===== src/rtl/uart_cmd_consts.svh =====
`ifndef UART_CMD_CONSTS_SVH
`define UART_CMD_CONSTS_SVH

// clock cycles per serial bit at the default baud rate.
`define UART_BIT_CYCLES 434

// idle bit times between the high and low frames of a write.
`define UART_GAP_BITS 2

// bit times to wait for the first start bit of a read reply.
`define UART_RESP_BITS 64

// command bit that selects write (1) or read (0).
`define UART_CMD_WRITE_BIT 15

`endif


===== src/rtl/uart_cmd_pkg.sv =====
package uart_cmd_pkg;

  // payload of one serial frame.
  typedef logic [7:0] uart_byte_t;

  // host command.
  // bit 15 is the write flag, 14..8 the address, 7..0 the write data.
  typedef logic [15:0] uart_cmd_t;

  // even parity bit for one payload byte.
  function automatic logic uart_even_parity(uart_byte_t b);
    return ^b;
  endfunction

endpackage


===== src/rtl/uart_tx_engine.sv =====
`timescale 1ns/1ps
`include "uart_cmd_consts.svh"

module uart_tx_engine
  import uart_cmd_pkg::*;
#(
  parameter int bit_cycles = `UART_BIT_CYCLES
) (
  input  logic       clk,
  input  logic       rst_n,
  input  logic       tx_start,
  input  uart_byte_t tx_byte,
  output logic       tx_done,
  output logic       tx
);

  localparam int baud_w = $clog2(bit_cycles);

  logic              busy;
  logic [3:0]        bit_cnt;
  logic [baud_w-1:0] baud_cnt;
  logic [9:0]        shreg;
  logic              bit_end;

  assign bit_end = (baud_cnt == baud_w'(bit_cycles - 1));

  // bit 10 of the frame is the stop bit.
  assign tx_done = busy && bit_end && (bit_cnt == 4'd10);

  always_ff @(posedge clk or negedge rst_n) begin
    if (!rst_n) begin
      busy     <= 1'b0;
      bit_cnt  <= '0;
      baud_cnt <= '0;
      tx       <= 1'b1;
    end else if (!busy) begin
      if (tx_start) begin
        busy     <= 1'b1;
        bit_cnt  <= '0;
        baud_cnt <= '0;
        tx       <= 1'b0;
      end
    end else if (bit_end) begin
      baud_cnt <= '0;
      if (bit_cnt == 4'd10) begin
        busy <= 1'b0;
        tx   <= 1'b1;
      end else begin
        bit_cnt <= bit_cnt + 1'b1;
        tx      <= shreg[0];
      end
    end else begin
      baud_cnt <= baud_cnt + 1'b1;
    end
  end

  // remaining bits after the start bit: data lsb first, parity, stop.
  always_ff @(posedge clk) begin
    if (!busy && tx_start) begin
      shreg <= {1'b1, uart_even_parity(tx_byte), tx_byte};
    end else if (busy && bit_end) begin
      shreg <= {1'b1, shreg[9:1]};
    end
  end

  // the sequencer only starts a frame once the previous one is done.
  a_no_start_busy: assert property (
    @(posedge clk) disable iff (!rst_n)
    busy |-> !tx_start
  );

  // the line is idle high between frames.
  a_idle_high: assert property (
    @(posedge clk) disable iff (!rst_n)
    !busy |-> tx
  );

endmodule


===== src/rtl/uart_rx_engine.sv =====
`timescale 1ns/1ps
`include "uart_cmd_consts.svh"

module uart_rx_engine
  import uart_cmd_pkg::*;
#(
  parameter int bit_cycles = `UART_BIT_CYCLES
) (
  input  logic       clk,
  input  logic       rst_n,
  input  logic       rx_arm,
  input  logic       rx,
  output uart_byte_t rx_byte,
  output logic       rx_done,
  output logic       rx_perr,
  output logic       rx_timeout
);

  localparam int baud_w      = $clog2(bit_cycles);
  localparam int half_cycles = bit_cycles / 2;
  localparam int resp_cycles = `UART_RESP_BITS * bit_cycles;
  localparam int tmo_w       = $clog2(resp_cycles);

  typedef enum logic [2:0] {
    s_idle,
    s_hunt,
    s_start,
    s_data,
    s_parity,
    s_stop
  } state_t;

  state_t            state;
  logic              rx_s1;
  logic              rx_s2;
  logic              rx_q;
  logic              fall;
  logic [baud_w-1:0] baud_cnt;
  logic [2:0]        bit_cnt;
  logic [tmo_w-1:0]  tmo_cnt;
  logic              tmo_end;
  logic              bit_end;
  logic              par_bit;

  // two-flop synchronizer, plus one more stage for edge detection.
  always_ff @(posedge clk or negedge rst_n) begin
    if (!rst_n) begin
      rx_s1 <= 1'b1;
      rx_s2 <= 1'b1;
      rx_q  <= 1'b1;
    end else begin
      rx_s1 <= rx;
      rx_s2 <= rx_s1;
      rx_q  <= rx_s2;
    end
  end

  assign fall    = rx_q && !rx_s2;
  assign tmo_end = (tmo_cnt == tmo_w'(resp_cycles - 1));
  assign bit_end = (baud_cnt == baud_w'(bit_cycles - 1));

  assign rx_done    = (state == s_stop) && bit_end;
  assign rx_perr    = rx_done && (par_bit != uart_even_parity(rx_byte));
  assign rx_timeout = (state == s_hunt) && !fall && tmo_end;

  always_ff @(posedge clk or negedge rst_n) begin
    if (!rst_n) begin
      state    <= s_idle;
      baud_cnt <= '0;
      bit_cnt  <= '0;
      tmo_cnt  <= '0;
    end else begin
      case (state)
        s_idle: begin
          if (rx_arm) begin
            state   <= s_hunt;
            tmo_cnt <= '0;
          end
        end
        s_hunt: begin
          if (fall) begin
            state    <= s_start;
            baud_cnt <= '0;
          end else if (tmo_end) begin
            state <= s_idle;
          end else begin
            tmo_cnt <= tmo_cnt + 1'b1;
          end
        end
        s_start: begin
          // a glitch that is gone by mid-bit is not a start bit.
          if (baud_cnt == baud_w'(half_cycles - 1)) begin
            baud_cnt <= '0;
            bit_cnt  <= '0;
            state    <= rx_s2 ? s_hunt : s_data;
          end else begin
            baud_cnt <= baud_cnt + 1'b1;
          end
        end
        s_data: begin
          if (bit_end) begin
            baud_cnt <= '0;
            bit_cnt  <= bit_cnt + 1'b1;
            if (bit_cnt == 3'd7) begin
              state <= s_parity;
            end
          end else begin
            baud_cnt <= baud_cnt + 1'b1;
          end
        end
        s_parity: begin
          if (bit_end) begin
            baud_cnt <= '0;
            state    <= s_stop;
          end else begin
            baud_cnt <= baud_cnt + 1'b1;
          end
        end
        s_stop: begin
          if (bit_end) begin
            state <= s_idle;
          end else begin
            baud_cnt <= baud_cnt + 1'b1;
          end
        end
        default: state <= s_idle;
      endcase
    end
  end

  // data arrives lsb first.
  always_ff @(posedge clk) begin
    if ((state == s_data) && bit_end) begin
      rx_byte <= {rx_s2, rx_byte[7:1]};
    end
    if ((state == s_parity) && bit_end) begin
      par_bit <= rx_s2;
    end
  end

  a_one_result: assert property (
    @(posedge clk) disable iff (!rst_n)
    !(rx_done && rx_timeout)
  );

  // one result per arm, nothing more until armed again.
  a_result_needs_arm: assert property (
    @(posedge clk) disable iff (!rst_n)
    (rx_done || rx_timeout) |=> !(rx_done || rx_timeout) until rx_arm
  );

endmodule


===== src/rtl/uart_cmd_sequencer.sv =====
`timescale 1ns/1ps
`include "uart_cmd_consts.svh"

module uart_cmd_sequencer
  import uart_cmd_pkg::*;
#(
  parameter int bit_cycles = `UART_BIT_CYCLES
) (
  input  logic       clk,
  input  logic       rst_n,
  input  uart_cmd_t  cmd_in,
  input  logic       cmd_vld,
  output logic       cmd_rdy,
  output logic       tx_start,
  output uart_byte_t tx_byte,
  input  logic       tx_done,
  output logic       rx_arm,
  input  uart_byte_t rx_byte,
  input  logic       rx_done,
  input  logic       rx_perr,
  input  logic       rx_timeout,
  output uart_byte_t read_data,
  output logic       read_rdy,
  output logic       read_err
);

  localparam int gap_cycles = `UART_GAP_BITS * bit_cycles;
  localparam int gap_w      = $clog2(gap_cycles);

  typedef enum logic [2:0] {
    s_idle,
    s_send_hi,
    s_gap,
    s_send_lo,
    s_wait_rsp
  } state_t;

  state_t           state;
  logic [gap_w-1:0] gap_cnt;
  logic             gap_end;
  logic             cmd_take;
  logic             is_write;
  uart_byte_t       lo_byte;

  assign cmd_rdy  = (state == s_idle);
  assign cmd_take = cmd_vld && cmd_rdy;
  assign gap_end  = (state == s_gap) && (gap_cnt == gap_w'(gap_cycles - 1));

  // high byte goes straight from the host so the frame starts next cycle.
  assign tx_start = cmd_take || gap_end;
  assign tx_byte  = cmd_rdy ? cmd_in[15:8] : lo_byte;

  // a read arms the receiver as the address frame ends.
  assign rx_arm = (state == s_send_hi) && tx_done && !is_write;

  always_ff @(posedge clk or negedge rst_n) begin
    if (!rst_n) begin
      state    <= s_idle;
      gap_cnt  <= '0;
      read_rdy <= 1'b0;
      read_err <= 1'b0;
    end else begin
      read_rdy <= 1'b0;
      read_err <= 1'b0;
      case (state)
        s_idle: begin
          if (cmd_vld) begin
            state <= s_send_hi;
          end
        end
        s_send_hi: begin
          if (tx_done) begin
            if (is_write) begin
              state   <= s_gap;
              gap_cnt <= '0;
            end else begin
              state <= s_wait_rsp;
            end
          end
        end
        s_gap: begin
          if (gap_end) begin
            state <= s_send_lo;
          end else begin
            gap_cnt <= gap_cnt + 1'b1;
          end
        end
        s_send_lo: begin
          if (tx_done) begin
            state <= s_idle;
          end
        end
        s_wait_rsp: begin
          if (rx_done || rx_timeout) begin
            state    <= s_idle;
            read_rdy <= rx_done && !rx_perr;
            read_err <= rx_timeout || (rx_done && rx_perr);
          end
        end
        default: state <= s_idle;
      endcase
    end
  end

  always_ff @(posedge clk) begin
    if (cmd_take) begin
      is_write <= cmd_in[`UART_CMD_WRITE_BIT];
      lo_byte  <= cmd_in[7:0];
    end
    if ((state == s_wait_rsp) && rx_done) begin
      read_data <= rx_byte;
    end
  end

  a_one_outcome: assert property (
    @(posedge clk) disable iff (!rst_n)
    !(read_rdy && read_err)
  );

endmodule


===== src/rtl/uart_cmd_master.sv =====
`timescale 1ns/1ps
`include "uart_cmd_consts.svh"

module uart_cmd_master
  import uart_cmd_pkg::*;
#(
  parameter int bit_cycles = `UART_BIT_CYCLES
) (
  input  logic       clk,
  input  logic       rst_n,
  input  uart_cmd_t  cmd_in,
  input  logic       cmd_vld,
  output logic       cmd_rdy,
  input  logic       rx,
  output logic       tx,
  output uart_byte_t read_data,
  output logic       read_rdy,
  output logic       read_err
);

  logic       tx_start;
  uart_byte_t tx_byte;
  logic       tx_done;
  logic       rx_arm;
  uart_byte_t rx_byte;
  logic       rx_done;
  logic       rx_perr;
  logic       rx_timeout;

  uart_cmd_sequencer #(
    .bit_cycles(bit_cycles)
  ) uart_cmd_sequencer_inst (
    .clk       (clk),
    .rst_n     (rst_n),
    .cmd_in    (cmd_in),
    .cmd_vld   (cmd_vld),
    .cmd_rdy   (cmd_rdy),
    .tx_start  (tx_start),
    .tx_byte   (tx_byte),
    .tx_done   (tx_done),
    .rx_arm    (rx_arm),
    .rx_byte   (rx_byte),
    .rx_done   (rx_done),
    .rx_perr   (rx_perr),
    .rx_timeout(rx_timeout),
    .read_data (read_data),
    .read_rdy  (read_rdy),
    .read_err  (read_err)
  );

  uart_tx_engine #(
    .bit_cycles(bit_cycles)
  ) uart_tx_engine_inst (
    .clk     (clk),
    .rst_n   (rst_n),
    .tx_start(tx_start),
    .tx_byte (tx_byte),
    .tx_done (tx_done),
    .tx      (tx)
  );

  uart_rx_engine #(
    .bit_cycles(bit_cycles)
  ) uart_rx_engine_inst (
    .clk       (clk),
    .rst_n     (rst_n),
    .rx_arm    (rx_arm),
    .rx        (rx),
    .rx_byte   (rx_byte),
    .rx_done   (rx_done),
    .rx_perr   (rx_perr),
    .rx_timeout(rx_timeout)
  );

endmodule


===== config.mk =====
export PLATFORM = sky130hd
export DESIGN_NAME = uart_cmd_master
export DESIGN_NICKNAME = d
export VERILOG_FILES = /design/src/rtl/uart_cmd_pkg.sv /design/src/rtl/uart_tx_engine.sv /design/src/rtl/uart_rx_engine.sv /design/src/rtl/uart_cmd_sequencer.sv /design/src/rtl/uart_cmd_master.sv
export VERILOG_INCLUDE_DIRS = /design/src /design/src/rtl
export SDC_FILE = /design/constraint.sdc
export NUM_CORES = 1
export LEC_CHECK = 0
export ABC_AREA = 1
export BUFFER_PORTS_ARGS = -buffer_cell sky130_fd_sc_hd__buf_4
export CORE_UTILIZATION = 48
export CTS_CLUSTER_DIAMETER = 150
export DETAILED_ROUTE_END_ITERATION = 12
export GPL_ROUTABILITY_DRIVEN = 1
export HOLD_SLACK_MARGIN = 0.12
export PLACE_DENSITY = 0.68
export SLEW_MARGIN = 20
export SYNTH_ARGS = -nofsm -noshare
export SYNTH_HDL_FRONTEND = slang
export SYNTH_SLANG_ARGS = --single-unit

===== constraint.sdc =====
create_clock -name clk -period 1.98 [get_ports clk]
set_clock_uncertainty 0.15 [all_clocks]
set_input_delay 0.198 -clock clk [delete_from_list [all_inputs] [get_ports clk]]
set_output_delay 0.198 -clock clk [all_outputs]
set_load 0.005 [all_outputs]

==> results.ini <==
[outcome]
status=completed

[timing]
period_share=0.976
finalSetupViolCount=0
worstMarginPinSlew_ns=0.354
min_period_ns=1.93
finalHoldViolCount=0
max_freq_mhz=517
slew_headroom=0.764
rsz0062_at_grt=true
drv_slew=0

[finish]
instances_no_fill=909
nNetsFinal=795
area_delta_synth_final_pct=24.6
num_antenna_cells=0
utilization=0.623
final_cell_mix=nand2_1, inv_1, buf_4
layout-drive-gt1-share=0.221
final_common_cell=nand2_1

[clock_tree]
cts_root_buf=clkbuf_16
cts_made_buffers=9
cts-htree-levels=3
clkSlewWorstSetupHoldPaths_ns=0.07
cts_tree=done
cts_max_path_buffers=2
clock_sinks=98
clk_latency_ns=0.35

[yosys]
seq_area_frac_synth=0.479
synth_fa_ha_area_frac=0.0251
synth_compound_area_frac=0.0620
synth.distinct_cells=41
yosys_warnings=0
synth-main-ff-cell=dfrtp_1
synthCells=675
synthSimpleGateAreaFrac=0.324
synth_top_family_by_area=simple AND/OR/NAND/NOR gates
yosys.area_share.xor_xnor=0.0399
synth_fp_nets=706
synth_edf_count=35
mappedNetlistArea_mm2=0.00549
synthMuxAreaShare=0
synthArstFlopShare=0.643
ys_seq_elements=98
avgSynthCellArea_um2=8.14

[power]
p_sw_frac=0.328
power_density_mw_per_mm2=889
leakage_nw=3.28
seq_power_share=0.377
irDropWorstVdd_v=0.000524
clkPwrFrac=0.316
switchingPower_mw=2.00
internal_power_mw=4.09
pwr-share-comb=0.306

[floorplanning]
core_mm2=0.0110
io_pins=32
fp.dieW_um=109
num_rows=38
die_h_um=109
die_area_mm2=0.0119
start_util=0.500

[global_routing]
grt_max_degree=64
grtUsageTotal=0.206
grt-ovfl-total=0
grt_antenna_before_repair=0
grt_first_pass_wirelength_um=19100
grt_pass1_vias=4314

[placement]
post-place-cells=865
dp_hpwl_um=7940
portBuffers=31
place.gp.congestion=0.876

[worst_setup_path]
timing.rr.start=uart_cmd_sequencer_inst.state[0]
path_max_fanout=8
cp-start-kind=flip-flop
crit_required_ns=1.94
path_class=flip-flop to flip-flop
arrival_ns=1.89
cp-end-kind=flip-flop
rrSetupSlack_ns=0.05
crit_start=uart_cmd_sequencer_inst.state[0]

[routing]
top_layer=met4
drt_pass1_iterations=5
wl_um=12000
avgViaCountPerCell=5.19
wl_met1_um=5730
drt-wirelength-per-cell_um=13.2
drc=0
vias=4722
drtIter0Drc=291
dr_wl_met3_um=498
dr_wl_met2_um=5530
ant_nets=0

[hold_path]
min-delay-start=cmd_in[14]
min-delay-path-class=input pin to flip-flop

[flow_run]
drv_cap=0

-- cells by family after synthesis --
group	count (synthesis)
DFF	98
adders and majority gates	11
buffers and inverters	92
xor gates and xnor gates	25
AOI/OAI and AO/OA	57
and+or+nand+nor	392
-- state kept, by name, summed over array words and instances (netlist names), 3 cells and up --
| name | count |
|---|---|
| uart_rx_engine_inst.state | 3 |
| uart_tx_engine_inst.bit_cnt | 4 |
| uart_cmd_sequencer_inst.lo_byte | 8 |
| uart_cmd_sequencer_inst.state | 3 |
| uart_rx_engine_inst.baud_cnt | 9 |
| uart_cmd_sequencer_inst.read_data | 8 |
| uart_rx_engine_inst.tmo_cnt | 15 |
| uart_cmd_sequencer_inst.gap_cnt | 10 |
| uart_rx_engine_inst.bit_cnt | 3 |
| uart_tx_engine_inst.shreg | 9 |
| uart_rx_engine_inst.rx_byte | 8 |
| uart_tx_engine_inst.baud_cnt | 9 |
-- final cells by class --
cell class                 instances  area (um2)
clock buffer                       9         225
clock inverter                     7         100
fill                             877        4140
inverter                          83         318
multi-input combinational        486        2650
sequential                        98        2640
tap                              140         175
timing repair buffer              86         743
-- stage by stage --
step	hold slack (ns)	setup WS [ns]	power (mW)	instance area, um2	setup TNS [ns]
global placement	0.0755	0.0465	3.69	6060	0
finish	0.192	0.0472	6.08	6840	0
CTS	0.172	0.00996	5.67	6520	0
detailed placement	0.0831	0.0158	3.72	6060	0
global route	0.211	-0.107	6.37	6840	-0.388
floorplan	-0.248	0.0122	3.31	5500	0
-- worst paths after layout --
check                                                   to  cells past startpoint
setup / recovery              uart_tx_engine_inst.shreg[8]                     11
hold reg to reg                  uart_rx_engine_inst.rx_s2                      0
hold / removal                uart_tx_engine_inst.shreg[6]                      4
setup reg to reg              uart_tx_engine_inst.shreg[8]                     11
max in group asynchronous           uart_tx_engine_inst.tx                      3
min in group asynchronous  uart_rx_engine_inst.baud_cnt[2]                      3
-- cells in the mapped netlist, types with 3 or more instances --
cell,instances,area share
nand2_1,218,0.15
inv_1,77,0.053
dfrtp_1,59,0.27
nand3_1,58,0.053
nor2_1,44,0.030
edfxtp_1,35,0.19
xor2_1,20,0.032
o21ai_0,19,0.017
nor3_1,17,0.015
nand4_1,14,0.016
ha_1,11,0.025
nand3b_1,10,0.014
o21ai_1,9,0.0082
o22ai_1,7,0.0080
or2_2,7,0.0080
a21oi_1,6,0.0055
inv_2,6,0.0041
nand2_2,6,0.0068
nand2_4,5,0.010
xnor2_1,5,0.0080
buf_2,4,0.0036
dfstp_2,4,0.019
nor2_2,4,0.0046
o31ai_1,4,0.0055
buf_6,3,0.0062
o21ai_2,3,0.0048
-- routing by layer --
metal | global-route usage | vias up
met1 | 0.283 | 2206
met2 | 0.324 | 118
li1 | - | 2379
met5 | 0 | -
met4 | 0.0849 | 0
met3 | 0.0347 | 19
-- critical path, cell delays in order (launching register included) --
cell and delay (ns):
dfrtp_2 0.44, nor2_4 0.26, buf_8 0.17, nand3b_1 0.10, nand2_2 0.12, nand2_2 0.06
nand2_2 0.08, inv_1 0.06, nand2_1 0.07, nand2_1 0.05, nand2_1 0.06, nand3_1 0.07
-- what timing repair did --
action                     in CTS  in global routing
hold buffers                   12                  0
gates resized for setup         3                 48
hold endpoints to repair       74                  0
setup endpoints to repair       4                 78
pin swaps                       0                 18
buffers inserted                0                 13
cloned                          0                  3
-- power by group through the flow --
stage / logic (mW) / clock network, mW / registers [mW]
2_1_floorplan: 0.988 / 0 / 2.33
3_3_place_gp: 1.36 / 0 / 2.32
3_5_place_dp: 1.39 / 0 / 2.33
4_1_cts: 1.41 / 1.97 / 2.29
5_1_grt: 2.03 / 2.03 / 2.30
6_report: 1.86 / 1.92 / 2.30
Power figures use the tool's default switching activity.
